$ cat config.mk
export PLATFORM = sky130hd
export DESIGN_NAME = fetch_top
export DESIGN_NICKNAME = d
export VERILOG_FILES = /design/src/fetch_pkg.sv /design/src/branch_target_buffer.sv /design/src/fetch_addr_queue.sv /design/src/fetch_ctrl.sv /design/src/fetch_out_reg.sv /design/src/fetch_response_filter.sv /design/src/fetch_top.sv
export SDC_FILE = /design/constraint.sdc
export NUM_CORES = 1
export LEC_CHECK = 0
export BUFFER_PORTS_ARGS = -buffer_cell sky130_fd_sc_hd__buf_2
export CAP_MARGIN = 20
export CELL_PAD_IN_SITES_DETAIL_PLACEMENT = 2
export CELL_PAD_IN_SITES_GLOBAL_PLACEMENT = 2
export CORE_AREA = 2 2 213 424
export CTS_CLUSTER_SIZE = 8
export DETAILED_ROUTE_END_ITERATION = 16
export DIE_AREA = 0 0 215 426
export HOLD_SLACK_MARGIN = 0.12
export PLACE_DENSITY_LB_ADDON = 0.08
export REMOVE_ABC_BUFFERS = 1
export SYNTH_ARGS = -nofsm -noshare
export SYNTH_HDL_FRONTEND = slang
export SYNTH_HIERARCHICAL = 1
export SYNTH_SLANG_ARGS = --single-unit
$ cat constraint.sdc
create_clock -name iCLOCK -period 6.39 [get_ports iCLOCK]
set_input_delay 1.278 -clock iCLOCK [delete_from_list [all_inputs] [get_ports iCLOCK]]
set_output_delay 1.278 -clock iCLOCK [all_outputs]
set_load 0.1 [all_outputs]
$ cat src/fetch_pkg.sv
// Fetch stage package with widths, branch opcodes, state enum and result structs
package fetch_pkg;

	typedef logic [31:0] addr_t;     // Byte address
	typedef logic [31:0] inst_t;     // Instruction word
	typedef logic [9:0]  opcode_t;   // Instruction bits 30:21

	localparam opcode_t OPC_B   = 10'h0a0;
	localparam opcode_t OPC_BR  = 10'h0a1;
	localparam opcode_t OPC_BUR = 10'h0a2;

	typedef enum logic [0:0] {
		FETCH_IDLE,
		FETCH_READ
	} fetch_state_e;

	// 99-bit result toward decode
	typedef struct packed {
		logic  valid;
		logic  kernel;
		inst_t inst;
		addr_t pc;           // Fetched address plus 4
		logic  predict;
		addr_t predict_addr;
	} fetch_out_s;

	// Resolved branch from execute
	typedef struct packed {
		logic  strobe;
		logic  taken;
		addr_t target;
		addr_t inst_addr;
	} btb_update_s;

	typedef struct packed {
		logic  valid;
		inst_t inst;
	} mem_rsp_s;

	function automatic logic is_branch(input inst_t inst);
		opcode_t opc;
		opc = inst[30:21];
		return (opc == OPC_B) || (opc == OPC_BR) || (opc == OPC_BUR);
	endfunction

endpackage

$ cat src/branch_target_buffer.sv
// Direct-mapped branch target buffer with registered lookup and update port
`timescale 1ns/1ps

module branch_target_buffer import fetch_pkg::*; #(
	parameter int BTB_DEPTH = 8
) (
	input  logic        iCLOCK,
	input  logic        inRESET,
	input  logic        reset_sync,
	input  logic        search,
	input  addr_t       search_addr,
	input  logic        hold,
	output logic        result_valid,
	output logic        result_taken,
	output addr_t       result_target,
	input  btb_update_s update
);

	localparam int IDX_W = $clog2(BTB_DEPTH);
	localparam int TAG_W = 30 - IDX_W;

	typedef logic [IDX_W-1:0] idx_t;
	typedef logic [TAG_W-1:0] tag_t;

	logic [BTB_DEPTH-1:0] entry_valid;
	logic [BTB_DEPTH-1:0] entry_taken;
	tag_t  entry_tag    [BTB_DEPTH];
	addr_t entry_target [BTB_DEPTH];

	idx_t s_idx, u_idx;
	logic hit;

	// Word address split into tag and index
	function automatic idx_t idx_of(input addr_t a);
		return a[IDX_W+1:2];
	endfunction

	function automatic tag_t tag_of(input addr_t a);
		return a[31:IDX_W+2];
	endfunction

	assign s_idx = idx_of(search_addr);
	assign u_idx = idx_of(update.inst_addr);
	assign hit = entry_valid[s_idx] && (entry_tag[s_idx] == tag_of(search_addr));

	always_ff @(posedge iCLOCK or negedge inRESET) begin
		if (!inRESET) begin
			entry_valid <= '0;
		end else if (reset_sync) begin
			entry_valid <= '0;
		end else if (update.strobe) begin
			entry_valid[u_idx] <= 1'b1;
		end
	end

	always_ff @(posedge iCLOCK) begin
		if (update.strobe) begin
			entry_taken[u_idx] <= update.taken;
			entry_tag[u_idx] <= tag_of(update.inst_addr);
			entry_target[u_idx] <= update.target;
		end
	end

	// Lookup result frozen while decode is locked
	always_ff @(posedge iCLOCK or negedge inRESET) begin
		if (!inRESET) begin
			result_valid <= 1'b0;
			result_taken <= 1'b0;
		end else if (reset_sync) begin
			result_valid <= 1'b0;
			result_taken <= 1'b0;
		end else if (!hold) begin
			result_valid <= search;
			result_taken <= search && hit && entry_taken[s_idx];
		end
	end

	always_ff @(posedge iCLOCK) begin
		if (!hold)
			result_target <= entry_target[s_idx];
	end

endmodule

$ cat src/fetch_addr_queue.sv
// Show-ahead synchronous FIFO of issued fetch addresses and mode flags
`timescale 1ns/1ps

module fetch_addr_queue #(
	parameter int WIDTH = 33,
	parameter int DEPTH = 8
) (
	input  logic             iCLOCK,
	input  logic             inRESET,
	input  logic             clear,
	input  logic             wr_en,
	input  logic [WIDTH-1:0] wr_data,
	input  logic             rd_en,
	output logic [WIDTH-1:0] rd_data,
	output logic             full
);

	localparam int AW = $clog2(DEPTH);

	logic [WIDTH-1:0] mem [DEPTH];
	logic [AW:0] wr_ptr, rd_ptr;    // Extra bit tells full from empty
	logic empty;
	logic do_wr, do_rd;

	assign empty = (wr_ptr == rd_ptr);
	assign full = (wr_ptr[AW] != rd_ptr[AW]) && (wr_ptr[AW-1:0] == rd_ptr[AW-1:0]);
	assign do_wr = wr_en && !full;
	assign do_rd = rd_en && !empty;

	// Head entry visible without a read
	assign rd_data = mem[rd_ptr[AW-1:0]];

	always_ff @(posedge iCLOCK or negedge inRESET) begin
		if (!inRESET) begin
			wr_ptr <= '0;
			rd_ptr <= '0;
		end else if (clear) begin
			wr_ptr <= '0;
			rd_ptr <= '0;
		end else begin
			if (do_wr)
				wr_ptr <= wr_ptr + 1'b1;
			if (do_rd)
				rd_ptr <= rd_ptr + 1'b1;
		end
	end

	always_ff @(posedge iCLOCK) begin
		if (do_wr && !clear)
			mem[wr_ptr[AW-1:0]] <= wr_data;
	end

endmodule

$ cat src/fetch_ctrl.sv
// Fetch control with run/idle FSM, fetch PC, issue strobe, clear and flush pulses
`timescale 1ns/1ps

module fetch_ctrl import fetch_pkg::*; (
	input  logic  iCLOCK,
	input  logic  inRESET,
	input  logic  reset_sync,
	input  logic  event_start,
	input  logic  event_end,
	input  logic  event_hold,
	input  logic  pcr_set,
	input  addr_t pcr,
	input  logic  fetch_stop,
	input  logic  next_lock,
	input  logic  mem_busy,
	input  logic  queue_full,
	input  logic  filter_full,
	input  logic  btb_valid,
	input  logic  btb_taken,
	input  addr_t btb_target,
	output logic  mem_req,
	output addr_t fetch_addr,
	output logic  clear,
	output logic  flush,
	output addr_t flush_addr
);

	fetch_state_e state, state_n;
	addr_t pc, pc_n;
	logic redirect;

	assign redirect = event_end && pcr_set;

	// Taken prediction at the output when decode takes it
	assign flush = btb_valid && btb_taken && !next_lock && !event_hold;
	assign flush_addr = btb_target;

	// Redirect also drops everything in flight
	assign clear = reset_sync || redirect || event_start || flush;

	assign mem_req = (state == FETCH_READ) && !clear && !flush && !event_hold &&
		!queue_full && !filter_full && !mem_busy && !fetch_stop;

	assign fetch_addr = pc;

	always_comb begin
		state_n = state;
		pc_n = pc;
		if (reset_sync) begin
			state_n = FETCH_IDLE;
			pc_n = '0;
		end else if (redirect) begin
			state_n = FETCH_READ;             // Resume at once
			pc_n = {pcr[31:2], 2'b00};
		end else if (event_start) begin
			state_n = FETCH_IDLE;
			pc_n = '0;
		end else if (event_hold) begin
			state_n = FETCH_IDLE;             // PC kept for the restart
		end else if (flush) begin
			state_n = FETCH_IDLE;
			pc_n = flush_addr;
		end else begin
			if (state == FETCH_IDLE)
				state_n = FETCH_READ;
			if (mem_req)
				pc_n = pc + 32'd4;
		end
	end

	always_ff @(posedge iCLOCK or negedge inRESET) begin
		if (!inRESET) begin
			state <= FETCH_IDLE;
			pc <= '0;
		end else begin
			state <= state_n;
			pc <= pc_n;
		end
	end

endmodule

$ cat src/fetch_out_reg.sv
// Output register toward decode with instruction, PC, mode flag and prediction
`timescale 1ns/1ps

module fetch_out_reg import fetch_pkg::*; (
	input  logic       iCLOCK,
	input  logic       inRESET,
	input  logic       clear,
	input  logic       next_lock,
	input  logic       accept,
	input  inst_t      rsp_inst,
	input  addr_t      q_addr,
	input  logic       q_kernel,
	input  logic       btb_taken,
	input  addr_t      btb_target,
	output fetch_out_s out
);

	logic  valid_q;
	logic  kernel_q;
	inst_t inst_q;
	addr_t pc_q;

	always_ff @(posedge iCLOCK or negedge inRESET) begin
		if (!inRESET)
			valid_q <= 1'b0;
		else if (clear)
			valid_q <= 1'b0;        // Wrong-path or stale response
		else if (!next_lock)
			valid_q <= accept;
	end

	always_ff @(posedge iCLOCK) begin
		if (!next_lock) begin
			inst_q <= rsp_inst;
			pc_q <= q_addr + 32'd4;
			kernel_q <= q_kernel;
		end
	end

	// BTB result is registered in step with this stage
	always_comb begin
		out.valid = valid_q;
		out.kernel = kernel_q;
		out.inst = inst_q;
		out.pc = pc_q;
		out.predict = valid_q && btb_taken;
		out.predict_addr = btb_target;
	end

endmodule

$ cat src/fetch_response_filter.sv
// Outstanding and discard counters pairing memory responses with live requests
`timescale 1ns/1ps

module fetch_response_filter #(
	parameter int FILTER_DEPTH = 8
) (
	input  logic iCLOCK,
	input  logic inRESET,
	input  logic clear,
	input  logic issue,
	input  logic rsp_valid,
	output logic accept,
	output logic full
);

	localparam int CNT_W = $clog2(FILTER_DEPTH + 1);
	typedef logic [CNT_W-1:0] cnt_t;

	cnt_t out_cnt;     // Live requests
	cnt_t disc_cnt;    // Requests cut off by a clear
	logic discarding;

	assign discarding = (disc_cnt != '0);
	assign accept = rsp_valid && !discarding && !clear;
	assign full = (out_cnt + disc_cnt) >= cnt_t'(FILTER_DEPTH);

	always_ff @(posedge iCLOCK or negedge inRESET) begin
		if (!inRESET) begin
			out_cnt <= '0;
			disc_cnt <= '0;
		end else if (clear) begin
			out_cnt <= '0;
			disc_cnt <= disc_cnt + out_cnt - cnt_t'(rsp_valid);   // All in flight become stale
		end else begin
			out_cnt <= out_cnt + cnt_t'(issue) - cnt_t'(accept);
			disc_cnt <= disc_cnt - cnt_t'(rsp_valid && discarding);
		end
	end

endmodule

$ cat src/fetch_top.sv
// Fetch stage top joining control, address queue, response filter, BTB and output register
`timescale 1ns/1ps

module fetch_top import fetch_pkg::*; #(
	parameter int QUEUE_DEPTH = 8,
	parameter int FILTER_DEPTH = 8,
	parameter int BTB_DEPTH = 8
) (
	input  logic        iCLOCK,
	input  logic        inRESET,
	// Memory
	output logic        mem_req,
	output addr_t       mem_addr,
	input  logic        mem_busy,
	input  mem_rsp_s    mem_rsp,
	// Decode
	output fetch_out_s  out,
	input  logic        next_lock,
	input  logic        fetch_stop,
	// Pipeline control
	input  logic        reset_sync,
	input  logic        event_start,
	input  logic        event_end,
	input  logic        event_hold,
	input  logic        pcr_set,
	input  addr_t       pcr,
	input  btb_update_s btb_update,
	input  logic        kernel_mode,
	output logic        predict_flush
);

	localparam int QW = $bits(addr_t) + 1;   // Kernel flag on top

	logic clear, queue_full, filter_full, accept;
	logic btb_valid, btb_taken;
	addr_t btb_target, flush_addr;
	logic [QW-1:0] q_data;

	fetch_ctrl ctrl0 (
		.iCLOCK(iCLOCK), .inRESET(inRESET),
		.reset_sync(reset_sync), .event_start(event_start), .event_end(event_end),
		.event_hold(event_hold), .pcr_set(pcr_set), .pcr(pcr),
		.fetch_stop(fetch_stop), .next_lock(next_lock), .mem_busy(mem_busy),
		.queue_full(queue_full), .filter_full(filter_full),
		.btb_valid(btb_valid), .btb_taken(btb_taken), .btb_target(btb_target),
		.mem_req(mem_req), .fetch_addr(mem_addr), .clear(clear),
		.flush(predict_flush), .flush_addr(flush_addr)
	);

	fetch_addr_queue #(.WIDTH(QW), .DEPTH(QUEUE_DEPTH)) queue0 (
		.iCLOCK(iCLOCK), .inRESET(inRESET), .clear(clear),
		.wr_en(mem_req), .wr_data({kernel_mode, mem_addr}),
		.rd_en(accept && !next_lock), .rd_data(q_data), .full(queue_full)
	);

	fetch_response_filter #(.FILTER_DEPTH(FILTER_DEPTH)) filter0 (
		.iCLOCK(iCLOCK), .inRESET(inRESET), .clear(clear), .issue(mem_req),
		.rsp_valid(mem_rsp.valid), .accept(accept), .full(filter_full)
	);

	// Lookup only for accepted branches; a clear overrides the lock hold
	branch_target_buffer #(.BTB_DEPTH(BTB_DEPTH)) btb0 (
		.iCLOCK(iCLOCK), .inRESET(inRESET), .reset_sync(reset_sync),
		.search(accept && is_branch(mem_rsp.inst)), .search_addr(q_data[QW-2:0]),
		.hold(next_lock && !clear), .result_valid(btb_valid),
		.result_taken(btb_taken), .result_target(btb_target), .update(btb_update)
	);

	fetch_out_reg outreg0 (
		.iCLOCK(iCLOCK), .inRESET(inRESET), .clear(clear), .next_lock(next_lock),
		.accept(accept), .rsp_inst(mem_rsp.inst), .q_addr(q_data[QW-2:0]),
		.q_kernel(q_data[QW-1]), .btb_taken(btb_taken), .btb_target(flush_addr),
		.out(out)
	);

endmodule

# Word-level counts from Yosys, hierarchy flattened
# Memories as Yosys holds them, arrays and structs flattened. A register that Yosys moved wholly into a read port is not among the register bits.
# Cells that the tools add are included.
# totals
ramBits	736
wordCells	125
n_memories	3
out_inout_bits	133
reg_bits	133
# mem_list
name	depth	width	rd	rd_clocked_by_memory_dff	write_ports	line_no	source
queue0.mem	8	33	1	0	1	fetch_addr_queue.sv:20	logic [WIDTH-1:0] mem [DEPTH];
btb0.entry_target	8	32	1	1	1	branch_target_buffer.sv:28	addr_t entry_target [BTB_DEPTH];
btb0.entry_tag	8	27	1	0	1	branch_target_buffer.sv:27	tag_t entry_tag [BTB_DEPTH];
# classes
add_sub_neg	9
reduce_logical	48
n_eq_ne	10
muxes	36
n_lt_le_gt_ge	4
n_bitwise	1
# ops
op	n
2-to-1 mux 32 bit	6
adder 32 x 3 -> 32 bit (second input constant)	2
equality test 10 x 8 -> 1 bit (second input constant)	3
equality test 27 bit	1
logical AND 1 bit	26
2-to-1 mux 4 bit	6
2-to-1 mux 1 bit	18
2-to-1 mux 8 bit	2
subtractor 4 x 1 -> 4 bit	3
logical NOT 1 bit	11
adder 4 x 1 -> 4 bit (second input constant)	2
bitwise mux 8 bit	1
< comparator 3 x 4 -> 1 bit (second input constant)	2
bitwise OR 8 bit	1
binary-select mux 1 bit (select 3 bit)	2
nonzero test 2 bit	3
logical OR 1 bit	5
nonzero test 5 bit	1
adder 4 x 1 -> 4 bit	1
adder 4 bit	1
equality test 4 bit	1
>= comparator 4 bit (second input constant)	1
inequality test 4 x 3 -> 1 bit (second input constant)	1
nonzero test 4 bit	1
other kinds (7)	7

# Longest topological paths before layout
# Gate-level depths: netlist of the first run.
# depth
word_depth	18
depth_mapped	14

# Hierarchy
# The synthesis of the first run kept the hierarchy.
# modules_own_cells
mod	seq_area_each_um2	area_each_um2	instances	cells_per_inst
branch_target_buffer	15625.0	19740.2	1	835
fetch_addr_queue	8127.8	10636.5	1	460
fetch_out_reg	1976.9	2914.0	1	190
fetch_ctrl	825.8	2824.0	1	362
fetch_response_filter	200.2	639.4	1	59
fetch_top	0.0	51.3	1	6

# Least setup slack after synthesis of the first run
# No wires, ideal clock.
# synth_timing
kind	input -> register
startpoint	in event_hold
endpoint	mem queue0.mem[5][0] (enable)
t_required_ps	5872
t_arrival_ps	7312
cell_stages	7
path_slack_ps	-1440
path_cell_list	nand4bb_1 -> inv_1 -> or3_1 -> clkbuf_1 -> nor2_1 -> nand3b_1 -> nor4b_1
# synth_via
elab_chain_len	15
# synth_lines
element	line_no	source
from (decl)	fetch_top.sv:24	input logic event_hold,
logical NOT 1 bit	fetch_ctrl.sv:35	assign flush = btb_valid && btb_taken && !next_lock && !event_hold;
logical AND 1 bit	fetch_ctrl.sv:35	
logical OR 1 bit	fetch_ctrl.sv:39	assign clear = reset_sync || redirect || event_start || flush;
net clear	fetch_top.sv:34	logic clear, queue_full, filter_full, accept;
logical NOT 1 bit	fetch_ctrl.sv:41	assign mem_req = (state == FETCH_READ) && !clear && !flush && !event_hold &&
logical AND 1 bit (4 in series)	fetch_ctrl.sv:41	
logical AND 1 bit (3 in series)	fetch_ctrl.sv:42	!queue_full && !filter_full && !mem_busy && !fetch_stop;
net mem_req	fetch_top.sv:12	output logic mem_req,
logical AND 1 bit	fetch_addr_queue.sv:27	assign do_wr = wr_en && !full;
logical AND 1 bit	fetch_addr_queue.sv:49	if (do_wr && !clear)
2-to-1 mux 1 bit	fetch_addr_queue.sv:49	
2-to-1 mux 1 bit (implied by the code)	fetch_addr_queue.sv:50	mem[wr_ptr[AW-1:0]] <= wr_data;
to (decl)	fetch_addr_queue.sv:20	
# The timed path passes the listed nets, and every way through them passes these cells.

# Worst setup path in the final report of the first run
# layout_timing
startpoint	reg queue0.rd_ptr[0]
endpoint	out mem_req
# layout_via
elab_chain_len	7
# layout_lines
element	line_no	source
from (decl)	fetch_addr_queue.sv:21	logic [AW:0] wr_ptr, rd_ptr;
from (signal assigned)	fetch_addr_queue.sv:44	rd_ptr <= rd_ptr + 1'b1;
equality test 3 bit	fetch_addr_queue.sv:26	assign full = (wr_ptr[AW] != rd_ptr[AW]) && (wr_ptr[AW-1:0] == rd_ptr[AW-1:0]);
logical AND 1 bit	fetch_addr_queue.sv:26	
net queue_full	fetch_top.sv:34	
logical NOT 1 bit	fetch_ctrl.sv:42	
logical AND 1 bit	fetch_ctrl.sv:41	
logical AND 1 bit (3 in series)	fetch_ctrl.sv:42	
to (decl)	fetch_top.sv:12	
# The timed path passes the listed nets, and every way through them passes these cells.

==> flow_summary.yaml, run 1 <==
clocking:
  cts_tree: "yes"
  clk_latency_ns: 0.71
  cts_made_buffers: 130
  cts_max_level: 4
  cts_resized: 0
  root_buffer: "clkbuf_16"
  cts_setup_buffers: 0
  clock_sinks: 901
  hold_buffers: 0
  cts_buffer_depth: 3
  path_clk_slew_ns: 0.05
flow_run:
  maxCapViolations: 0
drt:
  dr.pass1.iters: 7
  drt_iter0_drc: 1120
  wl_um: 103900
  drc: 0
  via_count: 19335
  antenna_left: 0
  drt-vias-per-instance: 5.639
  wl_per_cell_um: 30.29
sta:
  max_freq_mhz: 202.3
  rsz0062_at_grt: "false"
  finalHoldViolations: 0
  relSlewSlack: 0.2627
  setup_slack_ns: 1.446
  period_share: 0.7737
  min_period_ns: 4.944
  clock_skew_ns: 0.02113
  setup_viol: 0
  tightest_slew_ns: 1.106
  drv_slew: 0
placed_design:
  io_buffers: 270
  dp_hpwl_um: 65910
  post-place-ws_ns: 1.435
  place.gp.congestion: 0.8146
die:
  core-area_mm2: 0.08825
  die-area_mm2: 0.09159
  ios: 275
  fp-row-count: 154
  die_h_um: 426
  start_util: 0.4171
  die_x_um: 215
setup_path:
  crit_start: "queue0/rd_ptr[0]"
  critPathCaptureType: "output port"
  slowest_stage: "nor4_4"
  critPathLaunchType: "flop"
  arrival_ns: 3.67
  regToRegSetupSlack_ns: 2.15
  timing.rr.start: "queue0/rd_ptr[0]"
  path_cells: "xor2_2 > nor4_4 > nor4b_4 > nand2_1 > buf_4 > nor2_1 > buf_2"
  required_ns: 5.11
  crit_path_max_fanout: 30
  slowest_delay_ns: 0.92
  r2r_end: "outreg0/pc_q[23]"
  crit_end: "mem_req"
  crit_type: "flop to output port"
  r2r_cells: 7
finish:
  mostFrequentLayoutCells: "edfxtp_1 (841), buf_2 (270), mux4_2 (179), clkbuf_16 (136), nand2_1 (75)"
  n_antenna_cell: 0
  nets: 2365
  final_common_cell: "edfxtp_1"
  drive_above_1_share: 0.3347
  syn_to_final_growth_pct: 16.29
synthesis:
  ys_seq_elements: 901
  synth-async-reset-ratio: 0.06659
  syn_inst: 1912
  syn_area_mm2: 0.03681
  syn_area_per_cell_um2: 19.25
  synth_edf_count: 841
  synth-main-ff-cell: "edfxtp_1"
  ys_seq_area_frac: 0.7270
  synth_cell_types: 78
  ys_warn_count: 6
grt:
  grt_max_degree: 63
  overflow: 0
  antenna_found_initial: 18
  grt_pass1_vias: 22228
  grt_use_total: 0.2312
  grt_pass1_wl_um: 152800
worst_hold_path:
  hp-class: "flop to flop"
status:
  outcome: "complete, no violations"
pwr:
  p_leak_nw: 14.44
  ir_drop_mv: 0.2217
  power_density_mw_per_mm2: 320.0
  power_mw: 13.70
how the worst min path moves through the flow:
stage / from / end / slack [ns] / cells past startpoint
after floorplan: btb0/entry_valid[2] / btb0/entry_valid[2] / 0.46 / 2
after global placement: btb0/entry_valid[2] / btb0/entry_valid[2] / 0.48 / 2
after detailed placement: btb0/entry_valid[0] / btb0/entry_valid[0] / 0.50 / 2
after CTS: btb0/entry_valid[0] / btb0/entry_valid[0] / 0.51 / 2
after global routing: filter0/disc_cnt[3] / filter0/disc_cnt[3] / 0.55 / 1
final: btb0/entry_valid[0] / btb0/entry_valid[0] / 0.51 / 2
per-stage QoR:
step	instance area, um2	util	hold WS [ns]	TNS (ns)	cells
floorplan	35800	-	0.4608	-654.10	1756
global placement	39160	0.4437	0.4752	0	3243
detailed placement	39160	0.4437	0.5031	0	3243
CTS	42770	0.4847	0.5135	0	3428
global route	42800	0.4850	0.5515	0	3429
finish	42800	0.4850	0.5072	0	3429
layer usage:
metal	global-route usage	vias up	share of wire
met3	0.04954	195	0.048
met5	0	-	0.0018
met4	0.08448	28	0.032
met1	0.2695	10366	0.39
li1	-	8190	-
met2	0.4186	556	0.53
cell families after synthesis:
group,synth area share
fa+ha+maj,0.006187
mux,0.1431
simple gates,0.05079
compound gates,0.02189
flops,0.7270
xor+xnor,0.02179
buf+inv,0.02930
sequential cells by signal, indices dropped and copies added (netlist names):
name / flops
ctrl0/fetch_addr: 32
btb0/result_taken: 1
btb0/entry_tag: 216
filter0/disc_cnt: 4
btb0/entry_taken: 8
btb0/result_target: 32
queue0/mem: 264
ctrl0/state: 1
outreg0/kernel_q: 1
outreg0/inst_q: 32
btb0/entry_valid: 8
filter0/out_cnt: 4
queue0/wr_ptr: 4
outreg0/valid_q: 1
btb0/result_valid: 1
outreg0/pc_q: 32
queue0/rd_ptr: 4
btb0/entry_target: 256
area by class of cell:
| class | count | area (um2) |
|---|---|---|
| sequential | 901 | 26760 |
| fill | 8035 | 45450 |
| timing repair buffer | 318 | 1782 |
| clock inverter | 5 | 47.55 |
| tap | 1170 | 1464 |
| multi-input combinational | 835 | 9102 |
| inverter | 20 | 76.32 |
| clock buffer | 180 | 3568 |
critical path: cells and delay by family (launching register included):
| family | cells | cell delay [ns] |
|---|---|---|
| flip-flops | 1 | 0.82 |
| buffers and inverters | 2 | 0.58 |
| XOR/XNOR | 1 | 0.22 |
| AND/OR/NAND/NOR | 4 | 1.33 |
report_power, final:
group	internal [mW]	switching (mW)	leakage [nW]	total (mW)
logic	0.174	0.574	4.18	0.748
registers	6.63	0.103	8.51	6.73
clock network	3.81	2.41	1.75	6.22
total	10.6	3.08	14.4	13.7
Yosys cell counts, drive strengths merged, types with 4 or more instances:
cell type | count | area, um2
edfxtp | 841 | 25250
mux4 | 185 | 4189
buf | 133 | 915.9
nand2 | 75 | 281.5
nor2 | 74 | 277.8
mux2 | 71 | 807.0
dfrtp | 60 | 1501
xnor2 | 51 | 446.7
xor2 | 37 | 331.6
nand3 | 29 | 145.1
nor4 | 29 | 267.8
mux2i | 27 | 270.3
a21oi | 24 | 127.6
clkbuf | 23 | 87.58
nor3 | 23 | 125.1
o21ai | 22 | 110.1
inv | 20 | 75.07
nand2b | 19 | 118.9
nand4 | 19 | 161.4
ha | 15 | 187.7
a311oi | 11 | 96.34
nor2b | 11 | 68.82
a22oi | 9 | 67.56
and3 | 9 | 56.30
and4 | 9 | 82.58
nor3b | 8 | 60.06
a211oi | 7 | 52.55
or3 | 6 | 37.54
a21o | 5 | 37.54
and2 | 4 | 25.02
nand3b | 4 | 30.03
nor4b | 4 | 50.05
or4 | 4 | 30.03
No activity file was read; power rests on OpenSTA's default activity.
==> inputs of run 2 (changes only) <==
clock period = 4.1 ns   (was 6.39 ns; I/O delays follow)
==> run 2 against run 1 <==
Compared with the run above: core utilization up 0.62 points; routed wire length up 1.6%; via count up 0.64%; global-route usage up 0.42 points; power up 56%; register-to-register slack worse by 1.8 ns; sequential power up 56%; clock power up 56%; worst setup slack worse by 1.2 ns; sequential share of layout area down 0.79 points; clock skew down 0.0030 ns; combinational power up 59%; critical path type unchanged; critical endpoint unchanged; largest cell class unchanged; largest power group unchanged.
==> flow_summary.yaml, run 2 (synthesized netlist as in run 1, its figures left out) <==
grt:
  antenna_found_initial: 15
  use_met3: 0.04775
  grt_pass1_vias: 22238
  grt_pass1_wl_um: 155200
  grt_use_total: 0.2355
  grtUsageMet2: 0.4360
  grt_max_degree: 62
  overflow: 0
  grtUsageMet1: 0.2715
  busiest_layer: "met2"
sta:
  setup_viol: 0
  relSlewSlack: 0.3056
  rsz0062_at_grt: "false"
  drv_slew: 0
  max_freq_mhz: 257.6
  tightest_slew_ns: 1.032
  clock_skew_ns: 0.01815
  period_share: 0.9468
  min_period_ns: 3.882
  finalHoldViolations: 0
  hold-worst-slack_ns: 0.1569
setup_path:
  crit_path_max_fanout: 12
  required_ns: 3.28
  timing.rr.start: "queue0/rd_ptr[0]"
  crit_type: "flop to output port"
  regToRegSetupSlack_ns: 0.38
  critPathCaptureType: "output port"
  critPathLaunchType: "flop"
  r2r_end: "btb0/result_taken"
  arrival_ns: 3.06
  r2r_cells: 9
clocking:
  cts_made_buffers: 130
  path_clk_slew_ns: 0.05
  clk_latency_ns: 0.72
  cts_buffer_depth: 3
  cts_max_level: 4
  clock_sinks: 901
  cts_tree: "yes"
  root_buffer: "clkbuf_16"
worst_hold_path:
  hp-class: "input port to asynchronous set/reset pin"
placed_design:
  dp_hpwl_um: 69970
  place.gp.congestion: 0.7993
  placed_cell_area_mm2: 0.03973
  io_buffers: 270
drt:
  dr.pass1.iters: 5
  wl_um: 105500
  drt_iter0_drc: 1131
  via_count: 19458
  drc: 0
  wl_per_cell_um: 30.40
  drt-vias-per-instance: 5.604
  antenna_left: 0
finish:
  nets: 2407
  mostFrequentLayoutCells: "edfxtp_1 (841), buf_2 (268), mux4_2 (179), clkbuf_16 (136), nand2_1 (75)"
  final_common_cell: "edfxtp_1"
  drive_above_1_share: 0.3465
  fill_cells: 8003
  largest_reg_flops: 264
  finalInstanceArea_mm2: 0.04335
  syn_to_final_growth_pct: 17.79
pwr:
  clkPwrFrac: 0.454
  pwr-share-comb: 0.056
  power_switching_mw: 4.853
  ir_drop_mv: 0.3620
  switching_share: 0.2267
  power_density_mw_per_mm2: 493.8
  p_int_mw: 16.55
  seq_power_share: 0.490
  p_leak_nw: 14.71
die:
  die_h_um: 426
  start_util: 0.4171
  ios: 275
  die-area_mm2: 0.09159
  die_x_um: 215
  fp-row-count: 154
  core-area_mm2: 0.08825
status:
  outcome: "complete, no violations"
flow_run:
  maxCapViolations: 0
[run 2: changes by cell type in the layout (fill, tap and decap cells not counted), sizes merged]
cell / previous run / this run
clkbuf: 180 / 179
diode: 0 / 2
buf: 318 / 360
[run 2: layout make-up]
type                            count  area, um2  share of cell area
Multi-Input combinational cell    835       9102              0.2100
Inverter                           20      76.32            0.001761
Tap cell                         1170       1464             0.03377
Sequential cell                   901      26760              0.6173
Clock inverter                      5      46.29            0.001068
Antenna cell                        2      5.005           0.0001154
Timing Repair Buffer              360       2332             0.05380
Clock buffer                      179       3565             0.08222
[run 2: power by group through the flow]
stage	clock network, mW	logic, mW	registers (mW)
3_5_place_dp	0	1.20	10.7
5_1_grt	10.3	1.26	10.5
4_1_cts	9.97	1.21	10.5
3_3_place_gp	0	1.16	10.6
6_report	9.73	1.19	10.5
2_1_floorplan	0	0.298	11.1
[run 2: worst max-delay path by stage]
stage                                start                 to  slack (ns)  depth (start not counted)
after CTS                 queue0/rd_ptr[0]            mem_req        0.11                          8
after floorplan           queue0/rd_ptr[0]   queue0/mem[5][0]       -5.45                          7
final                     queue0/rd_ptr[0]            mem_req        0.22                          8
after global placement           next_lock  btb0/result_taken        0.23                         13
after detailed placement         next_lock  btb0/result_taken        0.17                         13
after global routing      queue0/rd_ptr[0]            mem_req       0.002                          8
[run 2: per-stage QoR]
step | total power [mW] | TNS, ns | worst slack (ns) | instances | utilization
after floorplan | 11.38 | -1654.90 | -5.454 | 1756 | -
after global placement | 11.80 | 0 | 0.2331 | 3285 | 0.4502
after detailed placement | 11.87 | 0 | 0.1676 | 3285 | 0.4502
after CTS | 21.67 | 0 | 0.1135 | 3470 | 0.4912
after global routing | 22.04 | 0 | 0.001720 | 3471 | 0.4912
final | 21.41 | 0 | 0.2182 | 3472 | 0.4913
[run 2: worst max-delay path: stages (launching register included)]
cell and delay [ns]:
dfrtp_4 0.60, buf_4 0.31, xor2_2 0.28, nor4_4 0.11
nor4b_4 0.32, nand2_1 0.13, nor2_1 0.10, buf_4 0.17
buf_4 0.30
[run 2: routing by layer]
layer | vias up | part of all wire
li1 | 8286 | -
met1 | 10427 | 0.38
met2 | 537 | 0.55
met3 | 186 | 0.045
met4 | 22 | 0.026
met5 | - | 0.0014
[run 2: what timing repair did]
item / 4_1_cts / 5_1_grt
resized for setup: 1 / 0
buffers inserted: 1 / 0
hold buffers: 0 / 0
setup endpoints to repair: 1 / 0
==> inputs of run 3 (changes only) <==
PLACE_DENSITY_LB_ADDON = 0.1   (was 0.08)
==> run 3 against run 2 <==
Compared with the run above: hold slack improved by 0.11 ns; clock power shrank 0.6%; non-clock buffer count increased by 12; via count rose by 0.77%; core utilization rose by 0.064 points; sequential share of layout area down 0.080 points; critical path depth rose by 1; combinational power hardly changed.
==> flow_summary.yaml, run 3 (synthesized netlist as in run 1, its figures left out) <==
clocking:
  clk_latency_ns: 0.74
  cts_max_level: 4
  cts_made_buffers: 130
  root_buffer: "clkbuf_16"
  path_clk_slew_ns: 0.05
  cts_tree: "yes"
  cts_buffer_depth: 3
  clock_sinks: 901
sta:
  drv_slew: 0
  setup_slack_ns: 0.1606
  period_share: 0.9608
  max_freq_mhz: 253.8
  relSlewSlack: 0.4053
  clock_skew_ns: 0.03236
  min_period_ns: 3.939
  rsz0062_at_grt: "false"
  tightest_slew_ns: 0.8921
  setup_viol: 0
  setup_tns_ns: 0
  finalHoldViolations: 0
grt:
  grt_use_total: 0.2372
  grt_pass1_wl_um: 155600
  overflow: 0
  grt_max_degree: 63
  grt_pass1_vias: 22417
  antenna_found_initial: 15
die:
  ios: 275
  die_x_um: 215
  die_h_um: 426
  die-area_mm2: 0.09159
  start_util: 0.4171
  fp-row-count: 154
  core-area_mm2: 0.08825
setup_path:
  crit_path_max_fanout: 26
  critPathLaunchType: "flop"
  timing.rr.start: "queue0/rd_ptr[0]"
  slowest_stage: "dfrtp_4"
  required_ns: 3.28
  critPathCaptureType: "output port"
  arrival_ns: 3.12
  crit_top_cell: "buf_4"
  path_cells: "buf_16 > xor2_4 > nor4_4 > buf_4 > nor4b_4 > nand2_1 > nor2_1 > buf_4 > buf_6"
  crit_start: "queue0/rd_ptr[0]"
  slowest_delay_ns: 0.54
  crit_type: "flop to output port"
pwr:
  p_leak_nw: 14.76
  power_density_mw_per_mm2: 491.5
  power_mw: 21.34
  ir_drop_mv: 0.4520
drt:
  drt-vias-per-instance: 5.622
  drc: 0
  drt_iter0_drc: 1175
  wl_per_cell_um: 30.45
  wl_um: 106200
  antenna_left: 0
  dr.pass1.iters: 5
  via_count: 19608
finish:
  finalInstanceArea_mm2: 0.04341
  drive_above_1_share: 0.3513
  nets: 2419
  final_common_cell: "edfxtp_1"
  syn_to_final_growth_pct: 17.94
  largest_reg_flops: 264
  mostFrequentLayoutCells: "edfxtp_1 (841), buf_2 (268), mux4_2 (179), clkbuf_16 (131), buf_4 (82)"
placed_design:
  dp_hpwl_um: 69940
  io_buffers: 270
  place.gp.congestion: 0.8114
  placed_cell_area_mm2: 0.03970
  post-place-ws_ns: 0.2639
worst_hold_path:
  hp-start: "mem_rsp[1]"
  hp-class: "input port to flop"
status:
  outcome: "complete, no violations"
flow_run:
  maxCapViolations: 0
[run 3: cell count changes in the layout (fill, tap and decap cells not counted), moves of 2 or more]
cell       before  now
buf_12         24   19
clkinv_8        1    4
buf_4          68   82
clkbuf_16     136  131
diode_2         2    4
inv_6           3    7
[run 3: final timing paths]
kind	to	slack (ns)	depth (start not counted)
setup / recovery	mem_req	0.16	9
hold / removal	outreg0/inst_q[1]	0.27	1
setup reg to reg	btb0/result_taken	0.41	10
hold reg to reg	btb0/entry_valid[3]	0.51	2
max in group asynchronous	btb0/entry_valid[1]	2.50	3
min in group asynchronous	queue0/rd_ptr[3]	0.68	2
[run 3: what timing repair did]
action,in CTS,in global routing
pin swaps,2,0
gates resized for setup,3,2
setup endpoints to repair,1,1
hold buffers,1,0
setup buffers,3,6
hold endpoints to repair,12,0
[run 3: stage by stage]
stage                     std cells  hold WS, ns    util
after global placement         3288       0.4739  0.4499
final                          3488       0.2717  0.4919
after detailed placement       3288       0.4983  0.4499
after floorplan                1756       0.4608       -
after global routing           3487       0.2229  0.4919
after CTS                      3478       0.2118  0.4911
[run 3: report_power, final]
group	switching (mW)	internal, mW	leakage (nW)
Combinational	0.901	0.282	4.51
Clock	3.88	5.79	1.73
Sequential	0.153	10.3	8.51
Total	4.93	16.4	14.8
[run 3: layer usage]
metal,up-vias,track usage,wire length (um),part of all wire
met2,589,0.4252,56070,0.53
met4,18,0.1016,4427,0.042
li1,8310,-,-,-
met5,-,0,112,0.0011
met3,218,0.05339,5318,0.050
met1,10473,0.2723,40290,0.38
[run 3: critical path, delay by kind of cell (launching register included)]
family	cells	cell delay, ns
xor+xnor	1	0.27
buf+inv	4	0.83
simple gates	4	0.69
flops	1	0.54
[run 3: final cells by class]
| cell class | instances | area (um2) |
|---|---|---|
| well taps | 1170 | 1464 |
| fillers | 8019 | 44840 |
| repair buffers | 372 | 2386 |
| diodes | 4 | 10.01 |
| clock inverters | 13 | 150.1 |
| clock buffers | 173 | 3436 |
| inverters | 20 | 75.07 |
| flip-flops and latches | 901 | 26760 |
| multi-input cells | 835 | 9126 |
